## src/common/mem_pkg.sv

```systemverilog
package mem_pkg;

	// Data cache geometry, one 32-bit word per line
	localparam int DCACHE_INDEX_BITS = 8;
	localparam int DCACHE_LINES = 1 << DCACHE_INDEX_BITS;
	localparam int DCACHE_TAG_BITS = 32 - DCACHE_INDEX_BITS - 2;

	// Address bits 31:28 of the cached SDRAM window
	localparam logic [3:0] CACHEABLE_REGION = 4'h2;

	typedef enum logic [1:0] {
		MEM_NONE,
		MEM_READ,
		MEM_WRITE,
		MEM_FLUSH
	} mem_op_e;

	typedef enum logic [1:0] {
		MEM_BYTE,
		MEM_HALF,
		MEM_WORD
	} mem_width_e;

	typedef struct packed {
		logic [3:0] tag;
		mem_op_e op;
		mem_width_e width;
		logic is_signed;
		logic [31:0] address;
		logic [31:0] rd;
		logic [4:0] inst_rd;
	} exec_to_mem_t;

	typedef struct packed {
		logic [3:0] tag;
		logic [31:0] rd;
		logic [4:0] inst_rd;
	} mem_to_wb_t;

	typedef struct packed {
		logic rw;
		logic flush;
		logic [31:0] address;
		logic [31:0] wdata;
	} cache_req_t;

	typedef struct packed {
		logic rw;
		logic [31:0] address;
		logic [31:0] wdata;
	} bus_req_t;

	typedef struct packed {
		logic [DCACHE_TAG_BITS-1:0] tag;
		logic [DCACHE_INDEX_BITS-1:0] index;
		logic [1:0] offset;
	} cache_addr_fields_t;

	// Same address seen flat or split for the cache lookup
	typedef union packed {
		logic [31:0] word;
		cache_addr_fields_t fields;
	} cache_addr_u;

endpackage

```

## src/mem_access/mem_access.sv

```systemverilog
`timescale 1ns/1ps

module mem_access (
	input  logic i_clock,
	input  logic i_arst_n,

	// Execute stage side
	input  mem_pkg::exec_to_mem_t i_exec,
	output logic o_busy,
	output mem_pkg::mem_to_wb_t o_result,

	// Data cache side
	output logic o_cache_request,
	output mem_pkg::cache_req_t o_cache_req,
	input  logic i_cache_ready,
	input  logic [31:0] i_cache_rdata
);

	typedef enum logic [2:0] {
		IDLE,
		READ,
		WRITE_WORD,
		RMW_READ,
		RMW_WRITE,
		FLUSH
	} state_t;

	state_t state;
	logic new_op;
	logic [1:0] byte_offset;
	logic [31:0] aligned_address;
	logic [31:0] rdata_shifted;
	logic [31:0] load_value;
	logic [31:0] merged_word;

	function automatic mem_pkg::mem_to_wb_t make_result(
		input mem_pkg::exec_to_mem_t exec,
		input logic [31:0] value
	);
		mem_pkg::mem_to_wb_t wb;
		wb.tag = exec.tag;
		wb.rd = value;
		wb.inst_rd = exec.inst_rd;
		return wb;
	endfunction

	// A tag differing from the last result means a fresh operation
	assign new_op = (i_exec.tag != o_result.tag);
	assign o_busy = new_op || (state != IDLE);

	assign byte_offset = i_exec.address[1:0];
	assign aligned_address = {i_exec.address[31:2], 2'b00};
	assign rdata_shifted = i_cache_rdata >> {byte_offset, 3'b000};

	always_comb begin
		case (i_exec.width)
			mem_pkg::MEM_BYTE:
				load_value = {{24{i_exec.is_signed & rdata_shifted[7]}}, rdata_shifted[7:0]};
			mem_pkg::MEM_HALF:
				load_value = {{16{i_exec.is_signed & rdata_shifted[15]}}, rdata_shifted[15:0]};
			default:
				load_value = i_cache_rdata;
		endcase
	end

	// Store byte or half dropped into the fetched word
	always_comb begin
		merged_word = i_cache_rdata;
		case (i_exec.width)
			mem_pkg::MEM_BYTE:
				merged_word[{byte_offset, 3'b000} +: 8] = i_exec.rd[7:0];
			mem_pkg::MEM_HALF:
				merged_word[{byte_offset[1], 4'b0000} +: 16] = i_exec.rd[15:0];
			default:
				merged_word = i_exec.rd;
		endcase
	end

	always_ff @(posedge i_clock or negedge i_arst_n) begin
		if (!i_arst_n) begin
			state <= IDLE;
			o_result <= '0;
			o_cache_request <= 1'b0;
			o_cache_req <= '0;
		end else begin
			case (state)
				IDLE: begin
					if (new_op) begin
						o_cache_req.address <= aligned_address;
						o_cache_req.wdata <= i_exec.rd;
						o_cache_req.rw <= 1'b0;
						o_cache_req.flush <= 1'b0;
						case (i_exec.op)
							mem_pkg::MEM_READ: begin
								o_cache_request <= 1'b1;
								state <= READ;
							end
							mem_pkg::MEM_WRITE: begin
								o_cache_request <= 1'b1;
								if (i_exec.width == mem_pkg::MEM_WORD) begin
									o_cache_req.rw <= 1'b1;
									state <= WRITE_WORD;
								end else begin
									// Partial store, fetch the word first
									state <= RMW_READ;
								end
							end
							mem_pkg::MEM_FLUSH: begin
								o_cache_request <= 1'b1;
								o_cache_req.flush <= 1'b1;
								state <= FLUSH;
							end
							default: begin
								o_result <= make_result(i_exec, i_exec.rd);
							end
						endcase
					end
				end

				READ: begin
					if (i_cache_ready) begin
						o_cache_request <= 1'b0;
						o_result <= make_result(i_exec, load_value);
						state <= IDLE;
					end
				end

				WRITE_WORD, FLUSH: begin
					if (i_cache_ready) begin
						o_cache_request <= 1'b0;
						o_cache_req.rw <= 1'b0;
						o_cache_req.flush <= 1'b0;
						o_result <= make_result(i_exec, i_exec.rd);
						state <= IDLE;
					end
				end

				RMW_READ: begin
					if (i_cache_ready) begin
						o_cache_request <= 1'b0;
						o_cache_req.wdata <= merged_word;
						o_cache_req.rw <= 1'b1;
						state <= RMW_WRITE;
					end
				end

				RMW_WRITE: begin
					// Request stays low one cycle after the read completes
					if (!o_cache_request) begin
						o_cache_request <= 1'b1;
					end else if (i_cache_ready) begin
						o_cache_request <= 1'b0;
						o_cache_req.rw <= 1'b0;
						o_result <= make_result(i_exec, i_exec.rd);
						state <= IDLE;
					end
				end

				default: begin
					state <= IDLE;
				end
			endcase
		end
	end

	// Execute stage only hands over aligned half words
	half_aligned_a: assert property (@(posedge i_clock) disable iff (!i_arst_n)
		o_busy && (i_exec.op inside {mem_pkg::MEM_READ, mem_pkg::MEM_WRITE})
			&& (i_exec.width == mem_pkg::MEM_HALF) |-> !i_exec.address[0]);

	cache_req_hold_a: assert property (@(posedge i_clock) disable iff (!i_arst_n)
		o_cache_request && !i_cache_ready |=> o_cache_request && $stable(o_cache_req));

endmodule

```

## config.mk

```make
export PLATFORM = sky130hd
export DESIGN_NAME = mem_access
export DESIGN_NICKNAME = d
export VERILOG_FILES = /design/src/common/mem_pkg.sv /design/src/mem_access/mem_access.sv
export SDC_FILE = /design/constraint.sdc
export NUM_CORES = 1
export LEC_CHECK = 0
export BUFFER_PORTS_ARGS = -buffer_cell sky130_fd_sc_hd__buf_2
export CORE_MARGIN = 2
export CORE_UTILIZATION = 51
export DETAILED_ROUTE_END_ITERATION = 10
export GPL_ROUTABILITY_DRIVEN = 0
export PLACE_DENSITY = 0.81
export SETUP_SLACK_MARGIN = 0.5
export SLEW_MARGIN = 40
export SYNTH_ARGS = -nofsm -noshare
export SYNTH_HDL_FRONTEND = slang
export SYNTH_SLANG_ARGS = --single-unit
```

## constraint.sdc

```tcl
create_clock -name i_clock -period 2.2 [get_ports i_clock]
set_input_delay 0.44 -clock i_clock [delete_from_list [all_inputs] [get_ports i_clock]]
set_output_delay 0.44 -clock i_clock [all_outputs]
set_load 0.02 [all_outputs]
```

==> metrics.txt, run 1 <==
run status finished, final reports clean; worst setup path category register to register; Hold Violations, Final 0; launching element type of the critical path register; clock skew after layout 14.7 ps; I/O Buffers 219; GRT Total Usage 0.331; number of cells produced by synthesis roughly 690; RSZ-0062 raised after global routing true; most frequently used flop master after synthesis sky130_fd_sc_hd__dfrtp_1; root buf cell sky130_fd_sc_hd__clkbuf_16; commonest cells after routing, fill and taps aside sky130_fd_sc_hd__buf_2 (217), sky130_fd_sc_hd__dfrtp_1 (106), sky130_fd_sc_hd__nand2_1 (73), sky130_fd_sc_hd__a21oi_1 (46), sky130_fd_sc_hd__mux2_2 (43); CTS sink cnt 109; most common cell after layout, fill and taps aside sky130_fd_sc_hd__buf_2; diodes inserted 0; Arrival @ worst endpoint 2330 ps; routed wire length 24700 µm; sequential-to-total area share from yosys stat 0.414; headroom to the max-slew limit 0.599; area growth from synthesis to layout 40.1%; setup violation total in the final timing report 0; endpoint kind of the worst setup timing path register; number of max-cap violations 0; PnR worst setup slack 118 ps; Final HPWL DP 16000 µm; Total Neg Setup Slack 0 ps; clock transition at the registers of the reported paths approximately 90 ps; power density over cell area 1610 nW/µm²; Top-Level Pins 222; net count of the finished layout 1050; actual transition at the worst max-transition pin 602 ps; clock latency on the worst-skew pair about 370 ps; global-route wire length before repair 36000 µm; count of unresolved DRC violations after routing 0; maximum vdd drop 779 µV; yosys warns 0; final standard cell count with taps included and fillers excluded 1105; Placement Setup Slack 30.0 ps; Row Count 41; starting DRC count in detailed routing 1002; Yosys cell types 56; number of iterations in the first detailed-routing pass 7; overall die area 13800 µm²; CTS buffer count 9; layout cell share with drive strength beyond 1 0.465; final critical path time including I/O delays and setup approximately 2100 ps; remaining number of nets flagged by the antenna check after routing 0; total of flip-flops plus latches after synthesis 109; Die Y 118 µm; Wirelength per Cell about 22 µm; Period Utilization, post-route 0.947; Worst Hold Class primary input to register; floorplan die width 118 µm; number of global-route vias before repair 6411; CTS H-tree depth 3; number of vias per cell between 6 and 7; Max Buffers Root-to-Sink 2; Leak 0.00440 µW; fraction of registers with async set/reset 1.00; placeable core area 12600 µm²; minimum setup slack among reg-to-reg paths 120 ps; placed cells 1055; Starting Density 0.522; synthesized area per cell between 9 and 10 µm²; CTS tree done; number of pins exceeding their max-slew limit in the final report 0; number of enable-type register cells in the synthesized netlist 0; maximum number of pins on one net before global-route repair 68; crit path max fanout 10; total vias in the final route between 6000 and 7000; CP required 2450 ps; number of antenna violations at the first check in global routing 0; grt ovf 0; Highest Clock Rate 480 MHz; synthesized cell area ~6600 µm²
## cell families after synthesis
| kind of cell | synth area share |
|---|---|
| multiplexers | 0.144 |
| adder cells (fa/ha/maj) | 0.0171 |
| flip-flops | 0.414 |
| AND/OR/NAND/NOR | 0.143 |
| XOR/XNOR | 0.00532 |
| other | 0.000570 |
| buffers and inverters | 0.0561 |
| AO/OA/AOI/OAI | 0.219 |
## cell type report
cell class | count | area (µm²)
Clock buffer | 10 | 239
Clock inverter | 6 | 58.8
Fill cell | 883 | 3400
Inverter | 27 | 106
Multi-Input combinational cell | 497 | 3880
Sequential cell | 109 | 2730
Tap cell | 172 | 215
Timing Repair Buffer | 284 | 1990
## stage by stage
stage | utilization | area (µm²) | hold WS (ps) | total power (µW)
finish | 0.731 | 9220 | 294 | 14800
detailed placement | 0.640 | 8070 | 247 | 10700
CTS | 0.705 | 8900 | 294 | 13900
global placement | 0.640 | 8070 | 250 | 10500
global route | 0.731 | 9220 | 293 | 15500
floorplan | - | 6760 | 144 | 8690
## state kept, by name (all words and copies together), names as in the netlist
| signal | count |
|---|---|
| o_cache_req | 64 |
| o_result | 41 |
| state | 3 |
| o_cache_request | 1 |
## critical path, cell delays in order (launching register included)
cell and delay [ps]:
sky130_fd_sc_hd__dfrtp_2 490, sky130_fd_sc_hd__nor2_4 200, sky130_fd_sc_hd__mux2i_1 270, sky130_fd_sc_hd__a21oi_2 100, sky130_fd_sc_hd__nor3b_4 220, sky130_fd_sc_hd__buf_12 180, sky130_fd_sc_hd__clkbuf_16 190, sky130_fd_sc_hd__mux2_4 300
## metal layers
metal,part of all wire,vias to the layer above,global-route usage
met5,0,-,0
met4,0.043,0,0.126
met3,0.12,100,0.0693
met2,0.46,553,0.518
met1,0.38,3265,0.454
li1,-,3013,-
## report_power, final
part	leakage [µW]	internal [µW]	switching [µW]	total, µW
clock network	0.000145	833	836	1670
logic	0.00295	4480	5000	9480
registers	0.00131	3050	629	3680
total	0.00440	8360	6470	14800
## cells in the mapped netlist (2+ instances only)
cell	number	share of area
sky130_fd_sc_hd__o31ai_1	25	0.029
sky130_fd_sc_hd__o21ai_1	8	0.0061
sky130_fd_sc_hd__buf_6	5	0.0086
sky130_fd_sc_hd__a221o_1	16	0.024
sky130_fd_sc_hd__a21oi_1	49	0.037
sky130_fd_sc_hd__inv_1	27	0.015
sky130_fd_sc_hd__nand3b_1	8	0.0091
sky130_fd_sc_hd__o22ai_1	22	0.021
sky130_fd_sc_hd__nor3_1	2	0.0015
sky130_fd_sc_hd__o21ai_0	34	0.026
sky130_fd_sc_hd__mux2i_1	7	0.011
sky130_fd_sc_hd__mux2_1	15	0.026
sky130_fd_sc_hd__a221oi_2	8	0.018
sky130_fd_sc_hd__nand3_1	35	0.027
sky130_fd_sc_hd__a22oi_1	16	0.018
sky130_fd_sc_hd__nand4_1	5	0.0048
sky130_fd_sc_hd__xnor2_1	4	0.0053
sky130_fd_sc_hd__ha_1	9	0.017
sky130_fd_sc_hd__buf_1	5	0.0029
sky130_fd_sc_hd__nor2b_1	6	0.0057
sky130_fd_sc_hd__a211oi_1	2	0.0023
sky130_fd_sc_hd__a221oi_1	2	0.0027
sky130_fd_sc_hd__nor2_1	26	0.015
sky130_fd_sc_hd__dfrtp_1	109	0.41
sky130_fd_sc_hd__a21o_1	3	0.0034
sky130_fd_sc_hd__mux2_2	50	0.086
sky130_fd_sc_hd__a32oi_1	6	0.0080
sky130_fd_sc_hd__mux2_4	8	0.018
sky130_fd_sc_hd__buf_2	16	0.012
sky130_fd_sc_hd__nand2b_1	15	0.014
sky130_fd_sc_hd__and3_1	2	0.0019
sky130_fd_sc_hd__o2bb2ai_1	8	0.011
sky130_fd_sc_hd__clkbuf_1	26	0.015
sky130_fd_sc_hd__buf_4	2	0.0023
sky130_fd_sc_hd__nor2_2	3	0.0029
sky130_fd_sc_hd__o31a_1	2	0.0027
sky130_fd_sc_hd__nand2_1	81	0.046
## worst paths after layout
| path | from | endpoint | cells after the start |
|---|---|---|---|
| min in group asynchronous | i_arst_n | o_cache_req[55]$_DFFE_PN0P_ | 2 |
| max in group asynchronous | i_arst_n | o_result[5]$_DFFE_PN0P_ | 3 |
| worst max register to register | state[2]$_DFFE_PN0P_ | o_result[19]$_DFFE_PN0P_ | 7 |
| worst max-delay path | state[2]$_DFFE_PN0P_ | o_result[19]$_DFFE_PN0P_ | 7 |
| worst min register to register | o_cache_req[20]$_DFFE_PN0P_ | o_cache_req[20]$_DFFE_PN0P_ | 2 |
| worst min-delay path | i_exec[4] | o_result[4]$_DFFE_PN0P_ | 2 |
## what timing repair did
| item | in CTS | in global routing |
|---|---|---|
| cloned | 9 | 3 |
| setup buffers | 12 | 9 |
| endpoints found under the hold margin | 1 | 0 |
| hold buffers | 1 | 0 |
| resized for setup | 44 | 34 |
| pin swaps | 8 | 13 |
| setup endpoints to repair | 109 | 110 |
No activity file was read; power rests on OpenSTA's default activity.
==> run 2, diff against run 1 <==
--- a/config.mk
+++ b/config.mk
@@ -11,7 +11,6 @@
 export DETAILED_ROUTE_END_ITERATION = 10
 export GPL_ROUTABILITY_DRIVEN = 0
 export PLACE_DENSITY = 0.81
-export SETUP_SLACK_MARGIN = 0.5
 export SLEW_MARGIN = 40
 export SYNTH_ARGS = -nofsm -noshare
 export SYNTH_HDL_FRONTEND = slang
==> run 2 against run 1 <==
  * First-iteration DRC count is 24% lower
  * Die area unchanged
  * Clock skew shrank 3.9 ps
  * Sequential share of layout area increased by 3.1 points
  * Clock power increased by 2%
  * Non-clock buffer count is 25 lower
  * Hold slack worse by 250 ps
  * Core utilization down 7.0 points
  * Count of clock-buffer cells in the layout is 1 lower
  * Sequential power is 2% lower
  * Highest routed layer unchanged
==> metrics.txt, run 2 (synthesis results as in run 1) <==
number of global-route vias before repair 6234; Hold Violations, Final 0; Critical R2R Launch state[0]$_DFFE_PN0P_; number of antenna violations at the first check in global routing 0; routed wire length 21100 µm; final critical path time including I/O delays and setup 2090 ps; tightest hold margin approximately 40 ps; endpoint kind of the worst setup timing path primary output; biggest registers after layout o_cache_req x64, o_result x41, state x3; Starting Density 0.522; Final HPWL DP 16400 µm; final core utilization 0.660; CTS sink cnt 109; floorplan die width 118 µm; Row Count 41; maximum vdd drop 815 µV; Max Buffers Root-to-Sink 2; Arrival @ worst endpoint 1650 ps; Placement Setup Slack about 35 ps; commonest cells after routing, fill and taps aside sky130_fd_sc_hd__buf_2 (218), sky130_fd_sc_hd__dfrtp_1 (109), sky130_fd_sc_hd__nand2_1 (81), sky130_fd_sc_hd__mux2_2 (50), sky130_fd_sc_hd__a21oi_1 (49); starting DRC count in detailed routing 763; actual transition at the worst max-transition pin approximately 500 ps; root buf cell sky130_fd_sc_hd__clkbuf_16; CP required 1760 ps; Top-Level Pins around 220; Leak 0.00402 µW; setup violation total in the final timing report 0; fin area 8330 µm²; run status finished, final reports clean; beginning of the critical path state[1]$_DFFE_PN0P_; grt ovf 0; I/O Buffers 219; area post-placement 8020 µm²; most common cell after layout, fill and taps aside sky130_fd_sc_hd__buf_2; PnR worst setup slack 115 ps; diodes inserted 0; CTS buffer count 9; Total Neg Setup Slack 0 ps; layout cell share with drive strength beyond 1 0.388; global-route wire length before repair 33400 µm; post-CTS setup repair buffer count 0; GRT Total Usage 0.305; Post-CTS Resized 0; largest register by flop count o_cache_req; CTS tree done; number of hold buffers added after cts 0; remaining number of nets flagged by the antenna check after routing 0; maximum number of pins on one net before global-route repair 65; crit path max fanout 14; headroom to the max-slew limit 0.663; launching element type of the critical path register; count of unresolved DRC violations after routing 0; RSZ-0062 raised after global routing false; clock skew after layout between 10 and 15 ps; Worst Hold Class primary input to async pin; number of max-cap violations 0; overall die area 13800 µm²; worst setup path category register to primary output; number of pins exceeding their max-slew limit in the final report 0; power density over cell area 1460 nW/µm²; CTS H-tree depth 3; Highest Clock Rate 480 MHz; clock latency on the worst-skew pair approximately 360 ps; total vias in the final route 6538; Wirelength per Cell 19.5 µm; Die Y 118 µm; number of iterations in the first detailed-routing pass 7; placeable core area 12600 µm²; net count of the finished layout approximately 1000; number of vias per cell 6.05; Period Utilization, post-route 0.948; clock transition at the registers of the reported paths ~70 ps; Largest register FFs 64; area growth from synthesis to layout 26.6%
run 2: final cells by class:
type	instances	area, µm²
clock inverters	7	86.3
inverters	27	101
flip-flops and latches	109	2730
multi-input cells	497	3490
repair buffers	259	1490
well taps	172	215
fillers	1097	4290
clock buffers	9	225
run 2: layer usage:
| metal | vias up | track usage | part of all wire |
|---|---|---|---|
| li1 | 2946 | - | - |
| met1 | 3065 | 0.414 | 0.39 |
| met4 | 0 | 0.172 | 0.052 |
| met3 | 98 | 0.0795 | 0.12 |
| met2 | 429 | 0.443 | 0.43 |
| met5 | - | 0 | 0 |
run 2: metrics by stage:
stage | power, µW | instances
finish | 12200 | 1080
global route | 13000 | 1080
CTS | 12200 | 1080
detailed placement | 10500 | 1064
global placement | 10300 | 1064
floorplan | 8340 | 687
run 2: power breakdown:
part / internal, µW / switching [µW]
registers: 3040 / 552
logic: 2880 / 4000
clock network: 908 / 798
run 2: worst paths after layout:
path / endpoint / slack (ps) / cells past startpoint
setup / recovery: o_busy / 110 / 4
max in group asynchronous: o_cache_request$_DFFE_PN0P_ / 1560 / 2
hold reg to reg: o_cache_req[3]$_DFFE_PN0P_ / 480 / 2
setup reg to reg: o_result[7]$_DFFE_PN0P_ / 130 / 6
min in group i_clock: o_result[4]$_DFFE_PN0P_ / 300 / 2
hold / removal: o_result[15]$_DFFE_PN0P_ / 40 / 1
run 2: critical path: stages (launching register included):
cell,delay (ps)
sky130_fd_sc_hd__dfrtp_1,540
sky130_fd_sc_hd__nor3_1,320
sky130_fd_sc_hd__nand2b_1,110
sky130_fd_sc_hd__buf_4,160
sky130_fd_sc_hd__buf_2,150
==> run 3, diff against run 2 <==
--- a/config.mk
+++ b/config.mk
@@ -7,10 +7,11 @@
 export LEC_CHECK = 0
 export BUFFER_PORTS_ARGS = -buffer_cell sky130_fd_sc_hd__buf_2
 export CORE_MARGIN = 2
-export CORE_UTILIZATION = 51
+export CORE_UTILIZATION = 55
+export CTS_BUF_LIST = sky130_fd_sc_hd__clkbuf_8
 export DETAILED_ROUTE_END_ITERATION = 10
 export GPL_ROUTABILITY_DRIVEN = 0
-export PLACE_DENSITY = 0.81
+export PLACE_DENSITY = 0.86
 export SLEW_MARGIN = 40
 export SYNTH_ARGS = -nofsm -noshare
 export SYNTH_HDL_FRONTEND = slang
==> constraint.sdc (replaced) <==
create_clock -name i_clock -period 2.58 [get_ports i_clock]
set_input_delay 0.516 -clock i_clock [delete_from_list [all_inputs] [get_ports i_clock]]
set_output_delay 0.516 -clock i_clock [all_outputs]
set_load 0.02 [all_outputs]
==> run 3 against run 2 <==
  * Setup slack gained 31 ps
  * Sequential share of layout area grew 1.4 points
  * Critical path type unchanged
  * Non-clock buffer count shrank 20
  * Hold slack gained 64 ps
  * Via count shrank 1.6%
  * Register-to-register slack gained 180 ps
  * First-iteration DRC count grew 3.4%
  * Core utilization grew 3.0 points
  * Largest power group unchanged
  * Count of clock-buffer cells in the layout grew 1
  * Wire length shrank 1.6%
  * Highest routed layer unchanged
  * Flip-flop and latch count is the same
  * Clock skew shrank 0.87 ps
==> metrics.txt, run 3 (synthesis results as in run 1) <==
overall die area approximately 13000 µm²; power density over cell area between 1000 and 1500 nW/µm²; buffer and inverter count on the worst path 1; area post-placement 7800 µm²; cell-by-cell listing of the critical path nor3_1 > nand2b_1 > buf_2; Starting Density 0.569; CTS sink cnt 109; Worst Hold Class primary input to async pin; post-CTS setup repair buffer count 0; final standard cell count with taps included and fillers excluded between 1000 and 1500; setup violation total in the final timing report 0; net count of the finished layout 1005; Max Buffers Root-to-Sink 2; Total Neg Setup Slack 0 ps; clock skew after layout 9.95 ps; Arrival @ worst endpoint 1920 ps; number of global-route vias before repair 5889; maximum number of pins on one net before global-route repair 65; area growth from synthesis to layout 21.4%; tightest hold margin 104 ps; maximum vdd drop 874 µV; endpoint kind of the worst setup timing path primary output; count of unresolved DRC violations after routing 0; Highest Clock Rate 411 MHz; CTS tree done; launching element type of the critical path register; commonest cells after routing, fill and taps aside sky130_fd_sc_hd__buf_2 (218), sky130_fd_sc_hd__dfrtp_1 (109), sky130_fd_sc_hd__nand2_1 (81), sky130_fd_sc_hd__mux2_2 (50), sky130_fd_sc_hd__a21oi_1 (49); number of max-cap violations 0; grt ovf 0; remaining number of nets flagged by the antenna check after routing 0; routed wire length slightly above 20000 µm; Period Utilization, post-route 0.943; Hold Violations, Final 0; CTS H-tree depth 3; starting DRC count in detailed routing 789; most common cell after layout, fill and taps aside sky130_fd_sc_hd__buf_2; Row Count 39; RSZ-0062 raised after global routing false; root buf cell sky130_fd_sc_hd__clkbuf_8; largest register by flop count o_cache_req; placed cells 1015; crit path max fanout 16; clock transition at the registers of the reported paths 110 ps; Die Y around 110 µm; global-route wire length before repair 32000 µm; number of antenna violations at the first check in global routing 0; layout cell share with drive strength beyond 1 0.374; number of vias per cell 6.24; final core utilization 0.691; number of iterations in the first detailed-routing pass 6; CP required between 2000 and 2500 ps; Wirelength per Cell 20.1 µm; stage delay of the slowest cell on the critical path 580 ps; number of hold buffers added after cts 0; fin area 7990 µm²; Leak 0.00385 µW; headroom to the max-slew limit 0.513; Top-Level Pins 222; final critical path time including I/O delays and setup 2430 ps; floorplan die width ~110 µm; highest-delay cell along the critical path sky130_fd_sc_hd__dfrtp_1; diodes inserted 0; worst setup path category register to primary output; GRT Total Usage 0.322; Largest register FFs 64; biggest registers after layout o_cache_req x64, o_result x41, state x3; run status finished, final reports clean; I/O Buffers roughly 220; clock latency on the worst-skew pair about 390 ps; Post-CTS Resized 0; gate family responsible for the most delay along the worst path simple AND/OR/NAND/NOR gates; number of pins exceeding their max-slew limit in the final report 0; actual transition at the worst max-transition pin 728 ps; placeable core area 11600 µm²; total vias in the final route 6436; Final HPWL DP 15900 µm; CTS buffer count 9
-- run 3: report_power, final --
part	switching, µW	internal, µW
combinational	3360	2320
sequential	512	2590
clock	627	395
-- run 3: routing by layer --
metal	part of all wire	vias to the layer above	GRT usage
met1	0.39	3011	0.451
met2	0.45	445	0.478
li1	-	2911	-
met3	0.12	69	0.0903
met5	0	-	0
met4	0.039	0	0.124
-- run 3: per-stage QoR --
stage               total power (µW)  setup WS (ps)
finish                          9800            146
global route                   10400           27.3
CTS                             9790            212
detailed placement              8780            296
global placement                8570            277
floorplan                       7110            518
-- run 3: worst paths after layout --
| path | start | endpoint | slack (ps) | cells after the start |
|---|---|---|---|---|
| setup / recovery | state[1]$_DFFE_PN0P_ | o_busy | 150 | 3 |
| min in group i_clock | i_exec[4] | o_result[4]$_DFFE_PN0P_ | 330 | 2 |
| hold reg to reg | o_cache_req[31]$_DFFE_PN0P_ | o_cache_req[31]$_DFFE_PN0P_ | 480 | 2 |
| setup reg to reg | state[1]$_DFFE_PN0P_ | o_result[34]$_DFFE_PN0P_ | 310 | 5 |
| hold / removal | i_arst_n | o_result[32]$_DFFE_PN0P_ | 100 | 1 |
| max in group asynchronous | i_arst_n | o_result[28]$_DFFE_PN0P_ | 1770 | 2 |
-- run 3: final cells by class --
| cell class | count | area, µm² |
|---|---|---|
| clock buffer | 10 | 138 |
| clock inverter | 6 | 53.8 |
| tap | 143 | 179 |
| sequential | 109 | 2730 |
| inverter | 27 | 101 |
| multi-input combinational | 497 | 3500 |
| timing repair buffer | 239 | 1290 |
| fill | 926 | 3570 |
